## config.mk

```make
export PLATFORM = sky130hd
export DESIGN_NAME = tlb
export DESIGN_NICKNAME = d
export VERILOG_FILES = /design/src/tlbPkg.sv /design/src/tlbLookupIf.sv /design/src/tlbCamLine.sv /design/src/tlbCam.sv /design/src/tlbRam.sv /design/src/tlbLru.sv /design/src/tlbCtrl.sv /design/src/tlb.sv
export SDC_FILE = /design/constraint.sdc
export NUM_CORES = 1
export LEC_CHECK = 0
export BUFFER_PORTS_ARGS = -buffer_cell sky130_fd_sc_hd__buf_4
export CORE_MARGIN = 4
export CORE_UTILIZATION = 39
export DETAILED_ROUTE_END_ITERATION = 6
export PLACE_DENSITY_LB_ADDON = 0.2
export SYNTH_ARGS = -nofsm -noshare
export SYNTH_HDL_FRONTEND = slang
export SYNTH_SLANG_ARGS = --single-unit
```

## constraint.sdc

```tcl
create_clock -name clk -period 8.4 [get_ports clk]
set_input_delay 1.68 -clock clk [delete_from_list [all_inputs] [get_ports clk]]
set_output_delay 1.68 -clock clk [all_outputs]
set_load 0.05 [all_outputs]
```

## src/tlbPkg.sv

```systemverilog
//////////////////////////////////////////////////
// Shared definitions for the Sv39 TLB
//   Page number, segment and permission widths
//   Page size and operation encodings
//   Page number views for the CAM and the splice
//////////////////////////////////////////////////

package tlbPkg;

  // Sv39 splits the 27-bit virtual page number into three 9-bit segments
  localparam int vpnBits = 27;
  localparam int segBits = 9;
  localparam int ppnBits = 44;

  // Permission field in PTE order: V R W X U G A D, valid in bit 0
  localparam int permBits = 8;
  localparam int permGlobal = 5;

  // Kilo must stay zero so that the CAM can OR the page types of all lines
  typedef enum logic [1:0] {
    kilo = 2'd0,
    mega = 2'd1,
    giga = 2'd2
  } pageType;

  typedef enum logic [1:0] {
    lookup = 2'd0,
    fill   = 2'd1,
    flush  = 2'd2
  } tlbOp;

  // Virtual page number, flat or as segments 2..0 with segment 2 on top
  typedef union packed {
    logic [vpnBits-1:0]      flat;
    logic [2:0][segBits-1:0] seg;
  } vpnWord;

  // Physical page number, flat or split so large pages can take virtual segments
  typedef union packed {
    logic [ppnBits-1:0] flat;
    struct packed {
      logic [ppnBits-2*segBits-1:0] upper;
      logic [1:0][segBits-1:0]      seg;
    } split;
  } ppnWord;

endpackage

```

## src/tlbLookupIf.sv

```systemverilog
//////////////////////////////////////////////////
// Lookup bus between the controller and the CAM
//   Key going in, match results coming back
//////////////////////////////////////////////////

`timescale 1ns/1ps

interface tlbLookupIf #(
  parameter int tlbEntries = 8,
  parameter int asidBits = 16
);
  import tlbPkg::*;

  // Key of the request held by the controller
  vpnWord vpn;
  logic [asidBits-1:0] asid;

  // One-hot match lines, or zero on a miss
  logic [tlbEntries-1:0] matchLines;
  logic camHit;
  pageType hitPageType;

  modport ctrl (output vpn, asid, input matchLines, camHit, hitPageType);
  modport cam (input vpn, asid, output matchLines, camHit, hitPageType);

endinterface

```

## src/tlbCamLine.sv

```systemverilog
//////////////////////////////////////////////////
// Single CAM entry of the TLB
//   Valid bit, stored key and page type
//   Match masked by the stored page size
//////////////////////////////////////////////////

`timescale 1ns/1ps

module tlbCamLine #(
  parameter int asidBits = 16
) (
  input  logic                clk,
  input  logic                rst,
  input  logic                writeEnable,
  input  logic                flush,
  input  tlbPkg::vpnWord      writeVpn,
  input  logic [asidBits-1:0] writeAsid,
  input  tlbPkg::pageType     writePageType,
  input  logic                writeGlobal,
  input  tlbPkg::vpnWord      lookupVpn,
  input  logic [asidBits-1:0] lookupAsid,
  output logic                match,
  output logic                valid,
  output tlbPkg::pageType     pageTypeRead
);
  import tlbPkg::*;

  vpnWord keyVpn;
  logic [asidBits-1:0] keyAsid;
  logic keyGlobal;
  pageType keyType;
  logic [2:0] segEqual;
  logic asidOk;

  // A flush drops the valid bit only, the stored key is left as it was
  always_ff @(posedge clk) begin
    if (rst || flush) begin
      valid <= 1'b0;
    end else if (writeEnable) begin
      valid <= 1'b1;
    end
  end

  always_ff @(posedge clk) begin
    if (writeEnable) begin
      keyVpn <= writeVpn;
      keyAsid <= writeAsid;
      keyGlobal <= writeGlobal;
      keyType <= writePageType;
    end
  end

  // Compare every segment, the page type then picks which ones count
  always_comb begin
    for (int i = 0; i < 3; i++) begin
      segEqual[i] = (lookupVpn.seg[i] == keyVpn.seg[i]);
    end
  end

  // Global mappings are shared by all address spaces
  assign asidOk = keyGlobal || (lookupAsid == keyAsid);

  // Segment 2 always counts, segment 1 is ignored for gigapages,
  // segment 0 only counts for 4 KiB pages
  assign match = valid && asidOk && segEqual[2] &&
                 (segEqual[1] || keyType == giga) &&
                 (segEqual[0] || keyType != kilo);

  // Report kilo (zero) on a miss so the OR over all lines is the hit type
  assign pageTypeRead = match ? keyType : kilo;

endmodule

```

## src/tlbCam.sv

```systemverilog
//////////////////////////////////////////////////
// Fully associative CAM of the TLB
//   One tlbCamLine per entry
//   Match lines, hit and hit page type
//////////////////////////////////////////////////

`timescale 1ns/1ps

module tlbCam #(
  parameter int tlbEntries = 8,
  parameter int asidBits = 16
) (
  input  logic                  clk,
  input  logic                  rst,
  tlbLookupIf.cam               lk,
  input  logic [tlbEntries-1:0] writeEnables,
  input  tlbPkg::pageType       writePageType,
  input  logic                  writeGlobal,
  input  logic [asidBits-1:0]   writeAsid,
  input  logic                  flushCam,
  output logic [tlbEntries-1:0] validLines
);
  import tlbPkg::*;

  pageType lineTypes [tlbEntries];
  logic [1:0] typeOr;

  // Every line stores the full page number whatever its page type,
  // and a fill always writes the key that is being looked up
  for (genvar i = 0; i < tlbEntries; i++) begin : gLine
    tlbCamLine #(.asidBits(asidBits)) line0 (
      .clk(clk),
      .rst(rst),
      .writeEnable(writeEnables[i]),
      .flush(flushCam),
      .writeVpn(lk.vpn),
      .writeAsid(writeAsid),
      .writePageType(writePageType),
      .writeGlobal(writeGlobal),
      .lookupVpn(lk.vpn),
      .lookupAsid(lk.asid),
      .match(lk.matchLines[i]),
      .valid(validLines[i]),
      .pageTypeRead(lineTypes[i])
    );
  end

  // Lines that miss report kilo, which is zero, so a plain OR is enough
  always_comb begin
    typeOr = 2'b00;
    for (int i = 0; i < tlbEntries; i++) begin
      typeOr = typeOr | lineTypes[i];
    end
  end

  assign lk.hitPageType = pageType'(typeOr);
  // No hit is reported in the cycle that clears the valid bits
  assign lk.camHit = (|lk.matchLines) && !flushCam;

endmodule

```

## src/tlbRam.sv

```systemverilog
//////////////////////////////////////////////////
// Translation storage of the TLB
//   Physical page number and permission per entry
//   One-hot write, AND-OR read on the match lines
//////////////////////////////////////////////////

`timescale 1ns/1ps

module tlbRam #(
  parameter int tlbEntries = 8
) (
  input  logic                          clk,
  input  logic                          rst,
  input  logic [tlbEntries-1:0]         writeEnables,
  input  tlbPkg::ppnWord                writePpn,
  input  logic [tlbPkg::permBits-1:0]   writePerm,
  input  logic [tlbEntries-1:0]         matchLines,
  output tlbPkg::ppnWord                readPpn,
  output logic [tlbPkg::permBits-1:0]   readPerm
);
  import tlbPkg::*;

  ppnWord ppnMem [tlbEntries];
  logic [permBits-1:0] permMem [tlbEntries];

  // Writes are held off while the rest of the TLB is in reset
  always_ff @(posedge clk) begin
    for (int i = 0; i < tlbEntries; i++) begin
      if (!rst && writeEnables[i]) begin
        ppnMem[i] <= writePpn;
        permMem[i] <= writePerm;
      end
    end
  end

  ////////////////////////////////////////////////
  // Read port
  ////////////////////////////////////////////////

  // Each entry is masked by its own match line and the results are ORed,
  // a miss therefore reads all zeros
  always_comb begin
    readPpn.flat = '0;
    readPerm = '0;
    for (int i = 0; i < tlbEntries; i++) begin
      readPpn.flat = readPpn.flat | ({ppnBits{matchLines[i]}} & ppnMem[i].flat);
      readPerm = readPerm | ({permBits{matchLines[i]}} & permMem[i]);
    end
  end

endmodule

```

## src/tlbLru.sv

```systemverilog
//////////////////////////////////////////////////
// Replacement logic of the TLB
//   Tree pseudo-LRU over all entries
//   Invalid lines are filled first
//////////////////////////////////////////////////

`timescale 1ns/1ps

module tlbLru #(
  parameter int tlbEntries = 8
) (
  input  logic                  clk,
  input  logic                  rst,
  input  logic [tlbEntries-1:0] validLines,
  input  logic                  touch,
  input  logic [tlbEntries-1:0] touchLines,
  output logic [tlbEntries-1:0] victimLines
);

  localparam int levels = $clog2(tlbEntries);

  // Heap order, root at 0, children of node n at 2n+1 and 2n+2
  // A zero bit points the victim into the left subtree
  logic [tlbEntries-2:0] treeBits;
  logic [levels-1:0] touchIdx;
  logic [levels-1:0] treeIdx;
  logic [tlbEntries-1:0] invalidFirst;
  logic anyInvalid;

  // Touch lines are one-hot, so ORing the indices gives the entry number
  always_comb begin
    touchIdx = '0;
    for (int i = 0; i < tlbEntries; i++) begin
      if (touchLines[i]) begin
        touchIdx = touchIdx | levels'(i);
      end
    end
  end

  // On the path to the touched leaf, every node is turned to the other side
  always_ff @(posedge clk) begin
    if (rst) begin
      treeBits <= '0;
    end else if (touch) begin
      for (int d = 0; d < levels; d++) begin
        treeBits[(1 << d) - 1 + int'(touchIdx >> (levels - d))] <= ~touchIdx[levels-1-d];
      end
    end
  end

  ////////////////////////////////////////////////
  // Victim choice
  ////////////////////////////////////////////////

  // Walk from the root following the direction bits
  always_comb begin
    int node;
    node = 0;
    treeIdx = '0;
    for (int d = 0; d < levels; d++) begin
      treeIdx[levels-1-d] = treeBits[node];
      node = 2 * node + 1 + int'(treeBits[node]);
    end
  end

  // Lowest numbered free line wins over the tree
  always_comb begin
    invalidFirst = '0;
    anyInvalid = 1'b0;
    for (int i = 0; i < tlbEntries; i++) begin
      if (!validLines[i] && !anyInvalid) begin
        invalidFirst[i] = 1'b1;
        anyInvalid = 1'b1;
      end
    end
  end

  assign victimLines = anyInvalid ? invalidFirst : (tlbEntries'(1) << treeIdx);

endmodule

```

## src/tlbCtrl.sv

```systemverilog
//////////////////////////////////////////////////
// Request controller of the TLB
//   Four-phase req/ack handshake
//   Lookup, fill and flush sequencing
//   Large page splice of the returned translation
//////////////////////////////////////////////////

`timescale 1ns/1ps

module tlbCtrl #(
  parameter int tlbEntries = 8,
  parameter int asidBits = 16
) (
  input  logic                        clk,
  input  logic                        rst,
  input  logic                        req,
  input  tlbPkg::tlbOp                op,
  input  logic [tlbPkg::vpnBits-1:0]  vpn,
  input  logic [asidBits-1:0]         asid,
  input  logic [tlbPkg::ppnBits-1:0]  ppnIn,
  input  logic [tlbPkg::permBits-1:0] permIn,
  input  tlbPkg::pageType             pageTypeIn,
  output logic                        ack,
  output logic                        hit,
  output logic [tlbPkg::ppnBits-1:0]  ppnOut,
  output logic [tlbPkg::permBits-1:0] permOut,
  tlbLookupIf.ctrl                    lk,
  output logic [tlbEntries-1:0]       writeEnables,
  output tlbPkg::pageType             writePageType,
  output logic                        writeGlobal,
  output logic                        flushCam,
  output tlbPkg::ppnWord              writePpn,
  output logic [tlbPkg::permBits-1:0] writePerm,
  input  logic [tlbEntries-1:0]       victimLines,
  input  tlbPkg::ppnWord              readPpn,
  input  logic [tlbPkg::permBits-1:0] readPerm,
  output logic                        touch,
  output logic [tlbEntries-1:0]       touchLines
);
  import tlbPkg::*;

  localparam logic [1:0] idle = 2'd0;
  localparam logic [1:0] access = 2'd1;
  localparam logic [1:0] done = 2'd2;

  logic [1:0] state;
  logic reqQ;
  tlbOp opQ;
  vpnWord vpnQ;
  logic [asidBits-1:0] asidQ;
  ppnWord ppnQ;
  logic [permBits-1:0] permQ;
  pageType typeQ;
  logic working;
  logic lookupHit;
  ppnWord splicedPpn;

  ////////////////////////////////////////////////
  // Handshake FSM
  ////////////////////////////////////////////////

  // reqQ delays the start by one cycle, so ack comes two edges after req
  always_ff @(posedge clk) begin
    if (rst) begin
      state <= idle;
      reqQ <= 1'b0;
      ack <= 1'b0;
      hit <= 1'b0;
    end else begin
      reqQ <= req;
      case (state)
        idle: begin
          if (reqQ) begin
            state <= access;
          end
        end
        access: begin
          // CAM writes, flush and LRU update all land on this edge
          ack <= 1'b1;
          hit <= lookupHit;
          state <= done;
        end
        done: begin
          // Stay here for as long as the requester holds req
          if (!req) begin
            ack <= 1'b0;
            hit <= 1'b0;
            state <= idle;
          end
        end
        default: state <= idle;
      endcase
    end
  end

  // The request fields are stable while req is high, so idle just keeps sampling
  always_ff @(posedge clk) begin
    if (state == idle) begin
      opQ <= op;
      vpnQ.flat <= vpn;
      asidQ <= asid;
      ppnQ.flat <= ppnIn;
      permQ <= permIn;
      typeQ <= pageTypeIn;
    end
    if (working) begin
      ppnOut <= lookupHit ? splicedPpn.flat : '0;
      permOut <= lookupHit ? readPerm : '0;
    end
  end

  ////////////////////////////////////////////////
  // Datapath control
  ////////////////////////////////////////////////

  assign working = (state == access);
  assign lk.vpn = vpnQ;
  assign lk.asid = asidQ;
  assign lookupHit = working && (opQ == lookup) && lk.camHit;
  assign flushCam = working && (opQ == flush);

  // A key that already hits is rewritten in place, otherwise the victim is used
  assign writeEnables = (working && opQ == fill) ?
                        (lk.camHit ? lk.matchLines : victimLines) : '0;
  assign writePageType = typeQ;
  assign writeGlobal = permQ[permGlobal];
  assign writePpn = ppnQ;
  assign writePerm = permQ;

  // Both a lookup hit and a fill count as a use of the line
  assign touch = lookupHit || (working && opQ == fill);
  assign touchLines = (opQ == fill) ? writeEnables : lk.matchLines;

  // Megapages and gigapages pass the low virtual segments straight through
  always_comb begin
    splicedPpn = readPpn;
    if (lk.hitPageType == mega) begin
      splicedPpn.split.seg[0] = vpnQ.seg[0];
    end else if (lk.hitPageType == giga) begin
      splicedPpn.split.seg[0] = vpnQ.seg[0];
      splicedPpn.split.seg[1] = vpnQ.seg[1];
    end
  end

endmodule

```

## src/tlb.sv

```systemverilog
//////////////////////////////////////////////////
// Top level of the Sv39 TLB
//   Controller, CAM, translation RAM, pseudo-LRU
//   Plain req/ack handshake ports
//////////////////////////////////////////////////

`timescale 1ns/1ps

module tlb #(
  parameter int tlbEntries = 8,
  parameter int asidBits = 16
) (
  input  logic                        clk,
  input  logic                        rst,
  input  logic                        req,
  input  tlbPkg::tlbOp                op,
  input  logic [tlbPkg::vpnBits-1:0]  vpn,
  input  logic [asidBits-1:0]         asid,
  input  logic [tlbPkg::ppnBits-1:0]  ppnIn,
  input  logic [tlbPkg::permBits-1:0] permIn,
  input  tlbPkg::pageType             pageTypeIn,
  output logic                        ack,
  output logic                        hit,
  output logic [tlbPkg::ppnBits-1:0]  ppnOut,
  output logic [tlbPkg::permBits-1:0] permOut
);
  import tlbPkg::*;

  logic [tlbEntries-1:0] writeEnables;
  pageType writePageType;
  logic writeGlobal;
  logic flushCam;
  ppnWord writePpn;
  logic [permBits-1:0] writePerm;
  logic [tlbEntries-1:0] validLines;
  logic [tlbEntries-1:0] victimLines;
  logic touch;
  logic [tlbEntries-1:0] touchLines;
  ppnWord readPpn;
  logic [permBits-1:0] readPerm;

  tlbLookupIf #(.tlbEntries(tlbEntries), .asidBits(asidBits)) lookupBus ();

  tlbCtrl #(.tlbEntries(tlbEntries), .asidBits(asidBits)) ctrl0 (
    .clk(clk),
    .rst(rst),
    .req(req),
    .op(op),
    .vpn(vpn),
    .asid(asid),
    .ppnIn(ppnIn),
    .permIn(permIn),
    .pageTypeIn(pageTypeIn),
    .ack(ack),
    .hit(hit),
    .ppnOut(ppnOut),
    .permOut(permOut),
    .lk(lookupBus.ctrl),
    .writeEnables(writeEnables),
    .writePageType(writePageType),
    .writeGlobal(writeGlobal),
    .flushCam(flushCam),
    .writePpn(writePpn),
    .writePerm(writePerm),
    .victimLines(victimLines),
    .readPpn(readPpn),
    .readPerm(readPerm),
    .touch(touch),
    .touchLines(touchLines)
  );

  // A fill writes the ASID of the latched request that is on the lookup bus
  tlbCam #(.tlbEntries(tlbEntries), .asidBits(asidBits)) cam0 (
    .clk(clk),
    .rst(rst),
    .lk(lookupBus.cam),
    .writeEnables(writeEnables),
    .writePageType(writePageType),
    .writeGlobal(writeGlobal),
    .writeAsid(lookupBus.asid),
    .flushCam(flushCam),
    .validLines(validLines)
  );

  tlbRam #(.tlbEntries(tlbEntries)) ram0 (
    .clk(clk),
    .rst(rst),
    .writeEnables(writeEnables),
    .writePpn(writePpn),
    .writePerm(writePerm),
    .matchLines(lookupBus.matchLines),
    .readPpn(readPpn),
    .readPerm(readPerm)
  );

  tlbLru #(.tlbEntries(tlbEntries)) lru0 (
    .clk(clk),
    .rst(rst),
    .validLines(validLines),
    .touch(touch),
    .touchLines(touchLines),
    .victimLines(victimLines)
  );

endmodule

```

==> impl_metrics.toml <==
[sta]
rsz0062_at_grt = "no"
min_period_ns = 5.87
max_slew.worst_pin.slew_ns = 1.02
drv_slew = 0
fin_setup_tns_ns = 0
setup_violations = 0
finalClockSkew_ns = 0.0596
fmax_mhz = 170
relSlewSlack = 0.314
hold_viol = 0
setup_ws_ns = 2.53
period_share = 0.698

[power_and_ir_drop]
p_sw_mw = 2.13
swShare = 0.211
seq_power_share = 0.541
power_frac_comb = 0.028
ir_drop_mv = 0.169
leakagePower_nw = 13.7
fin_total_pwr_mw = 10.1
power.density_nw_per_um2 = 237
internal-power_mw = 7.97
pwr-share-clk = 0.431

[worst_setup_path]
cp_common_cell = "nor4_4"
r2r_slack_ns = 2.53
endpoint = "lru0.treeBits[0]"
worstSetupEndpointType = "register"
crit_family = "compound AO/OA/AOI/OAI gates"
cp.depth = 14
reg2reg_from = "ctrl0.lk.asid[1]"
cp.arrival_ns = 6.42
critPathLaunchType = "register"
crit_start = "ctrl0.lk.asid[1]"
slowest_stage = "o221a_4"
crit_type = "register to register"
reg2reg_depth = 14
crit_required_ns = 8.96
crit_chain = "xor2_1, nor4_1, a41oi_1, nor4_4, buf_4, nor4_4, a21oi_4, o221a_4, nor2_1, ha_1, nor2b_1, o21ai_0, a31o_2, a21o_1"
critPathMaxStageDelay_ns = 0.83
regToRegEndpoint = "lru0.treeBits[0]"
critPathBufInv = 1
path_max_fanout = 58

[routing]
ant_nets = 0
detail_route.first_pass.iterations = 7
vias_per_cell = 5.30
totalWireLength_um = 87200
drc = 0
drt_iter0_drc = 1600
vias = 19000
wl_per_cell_um = 24.3

[synth]
ys_warn_count = 0
netlist_instances = 2058
synth_area_um2 = 36700
synth_edf_count = 935
synth_seq_cells = 955
yosysSeqAreaShare = 0.777
async_flop_share = 0
ys_types = 63
syn_avg_cell_area_um2 = 17.8
syn_nets = 2166
synth_ff_type = "edfxtp_1"

[clock_network]
cts_tree = "done"
clock_path_buffers = 3
postCtsSetupRepairBufs = 0
clock-root-buffer = "clkbuf_16"
cts_resized = 0
cts_made_buffers = 99
h-tree-depth = 3
clk-insertion-delay-late_ns = 0.69
hold_buffers = 0
cts.sinks = 955
clkTransAtPathRegs_ns = 0.06

[placed_design]
dp_hpwl_um = 49100
port_buffers = 155
place_congestion = 0.864
pre_cts_ws_ns = 2.49
dpl_cell_area_um2 = 39300

[layout]
register_area_um2 = 28500
mostFrequentLayoutCells = "edfxtp_1, xor2_1, buf_4, a22oi_1, clkbuf_16"
final_core_util = 0.456
fillers = 8078
final_layout_size_suffix_gt1_frac = 0.161
layout-area-overhead-vs-synth_pct = 16.1
final_area_um2 = 42600
final_common_cell = "edfxtp_1"
multi_input_area_um2 = 7710
layout.nets = 2361
antenna_cells = 0

[floorplan]
die-width_um = 315
rows = 112
start_util = 0.393
ioPinCount = 156
die_y_um = 315
dieArea_um2 = 99000
core_area_um2 = 93300

[global_route]
grt_max_degree = 61
grt_pass1_wl_um = 130000
overflow = 0
antenna_found_initial = 0
grt_usage = 0.175
grt_pass1_vias = 19700

[run_status]
outcome = "finished clean"

[min_path]
min_path_type = "register to register"

[job]
maxCapViolCount = 0
## worst min-delay path by stage
stage | startpoint | to | cells after the start
after floorplan | lru0.treeBits[6] | lru0.treeBits[6] | 2
after global placement | ctrl0.reqQ | ctrl0.state[0] | 1
after detailed placement | ctrl0.reqQ | ctrl0.state[0] | 1
after CTS | ctrl0.reqQ | ctrl0.state[0] | 1
after global routing | ctrl0.reqQ | ctrl0.state[0] | 1
final | ctrl0.reqQ | ctrl0.state[0] | 1
## stage by stage
step | hold slack (ns) | instances
6_report | 0.466 | 3593
5_1_grt | 0.477 | 3593
4_1_cts | 0.471 | 3593
3_5_place_dp | 0.463 | 3406
3_3_place_gp | 0.450 | 3406
2_1_floorplan | 0.444 | 2058
## area by class of cell
class,count,share of cell area
clock inverters,63,0.0154
clock buffers,124,0.0614
multi-input cells,986,0.181
well taps,1254,0.0369
flip-flops and latches,955,0.669
inverters,15,0.00132
repair buffers,196,0.0346
## state kept, by name, indices dropped and copies added, names as in the netlist, 8 cells and up
register / cells
ram0.ppnMem: 352
cam0.gLine.line0.keyVpn: 216
cam0.gLine.line0.keyAsid: 128
ram0.permMem: 64
ctrl0.ppnOut: 44
ctrl0.writePpn: 44
ctrl0.lk.vpn: 27
cam0.gLine.line0.keyType: 16
ctrl0.lk.asid: 16
cam0.gLine.line0.keyGlobal: 8
cam0.gLine.line0.valid: 8
ctrl0.permOut: 8
ctrl0.writePerm: 8
## Yosys cell counts (3+ instances only)
| library cell | instances | area (um^2) |
|---|---|---|
| edfxtp_1 | 935 | 28100 |
| xor2_1 | 288 | 2520 |
| a22oi_1 | 111 | 833 |
| nor4_1 | 61 | 382 |
| nor2_1 | 60 | 225 |
| xnor2_1 | 56 | 490 |
| a221oi_1 | 54 | 473 |
| a22o_1 | 53 | 464 |
| clkbuf_1 | 40 | 150 |
| a31oi_1 | 35 | 219 |
| nand2_1 | 31 | 116 |
| buf_4 | 27 | 203 |
| nand4_1 | 27 | 169 |
| nand3_1 | 24 | 120 |
| nor3_1 | 24 | 120 |
| mux2i_1 | 23 | 230 |
| dfxtp_1 | 20 | 400 |
| buf_1 | 16 | 60.1 |
| or3_1 | 15 | 93.8 |
| inv_1 | 14 | 52.6 |
| buf_2 | 12 | 60.1 |
| a21oi_1 | 11 | 55.1 |
| a32oi_1 | 9 | 78.8 |
| o21a_1 | 9 | 67.6 |
| o21ai_0 | 9 | 45.0 |
| a41oi_1 | 8 | 70.1 |
| buf_6 | 7 | 78.8 |
| nand2b_1 | 7 | 43.8 |
| ha_1 | 6 | 75.1 |
| nor4_4 | 6 | 128 |
| a311oi_2 | 5 | 75.1 |
| nor2b_1 | 5 | 31.3 |
| or4_1 | 5 | 37.5 |
| nor4_2 | 4 | 50.1 |
| a311oi_1 | 3 | 26.3 |
| nor3b_1 | 3 | 22.5 |
| o22ai_1 | 3 | 18.8 |
## power by group through the flow
stage               Sequential, mW  Clock, mW  Combinational (mW)
floorplan                     5.51          0               0.191
global placement              5.56          0               0.285
detailed placement            5.57          0               0.286
CTS                           5.47       4.45               0.289
global route                  5.48       4.67               0.307
finish                        5.46       4.35               0.282
## layer usage
metal,vias up,wire length (um),global-route usage
met3,117,4880,0.0304
met2,563,42700,0.295
met4,0,1660,0.0433
met1,9822,37900,0.238
met5,-,0,0
li1,8541,-,-
## logic make-up after synthesis
| family | Yosys count | synth area share |
|---|---|---|
| flops | 955 | 0.777 |
| xor+xnor | 345 | 0.0829 |
| compound gates | 326 | 0.0702 |
| simple gates | 285 | 0.0449 |
| buf+inv | 117 | 0.0166 |
| mux | 24 | 0.00659 |
| fa+ha+maj | 6 | 0.00205 |
No activity file was read; power rests on OpenSTA's default activity.
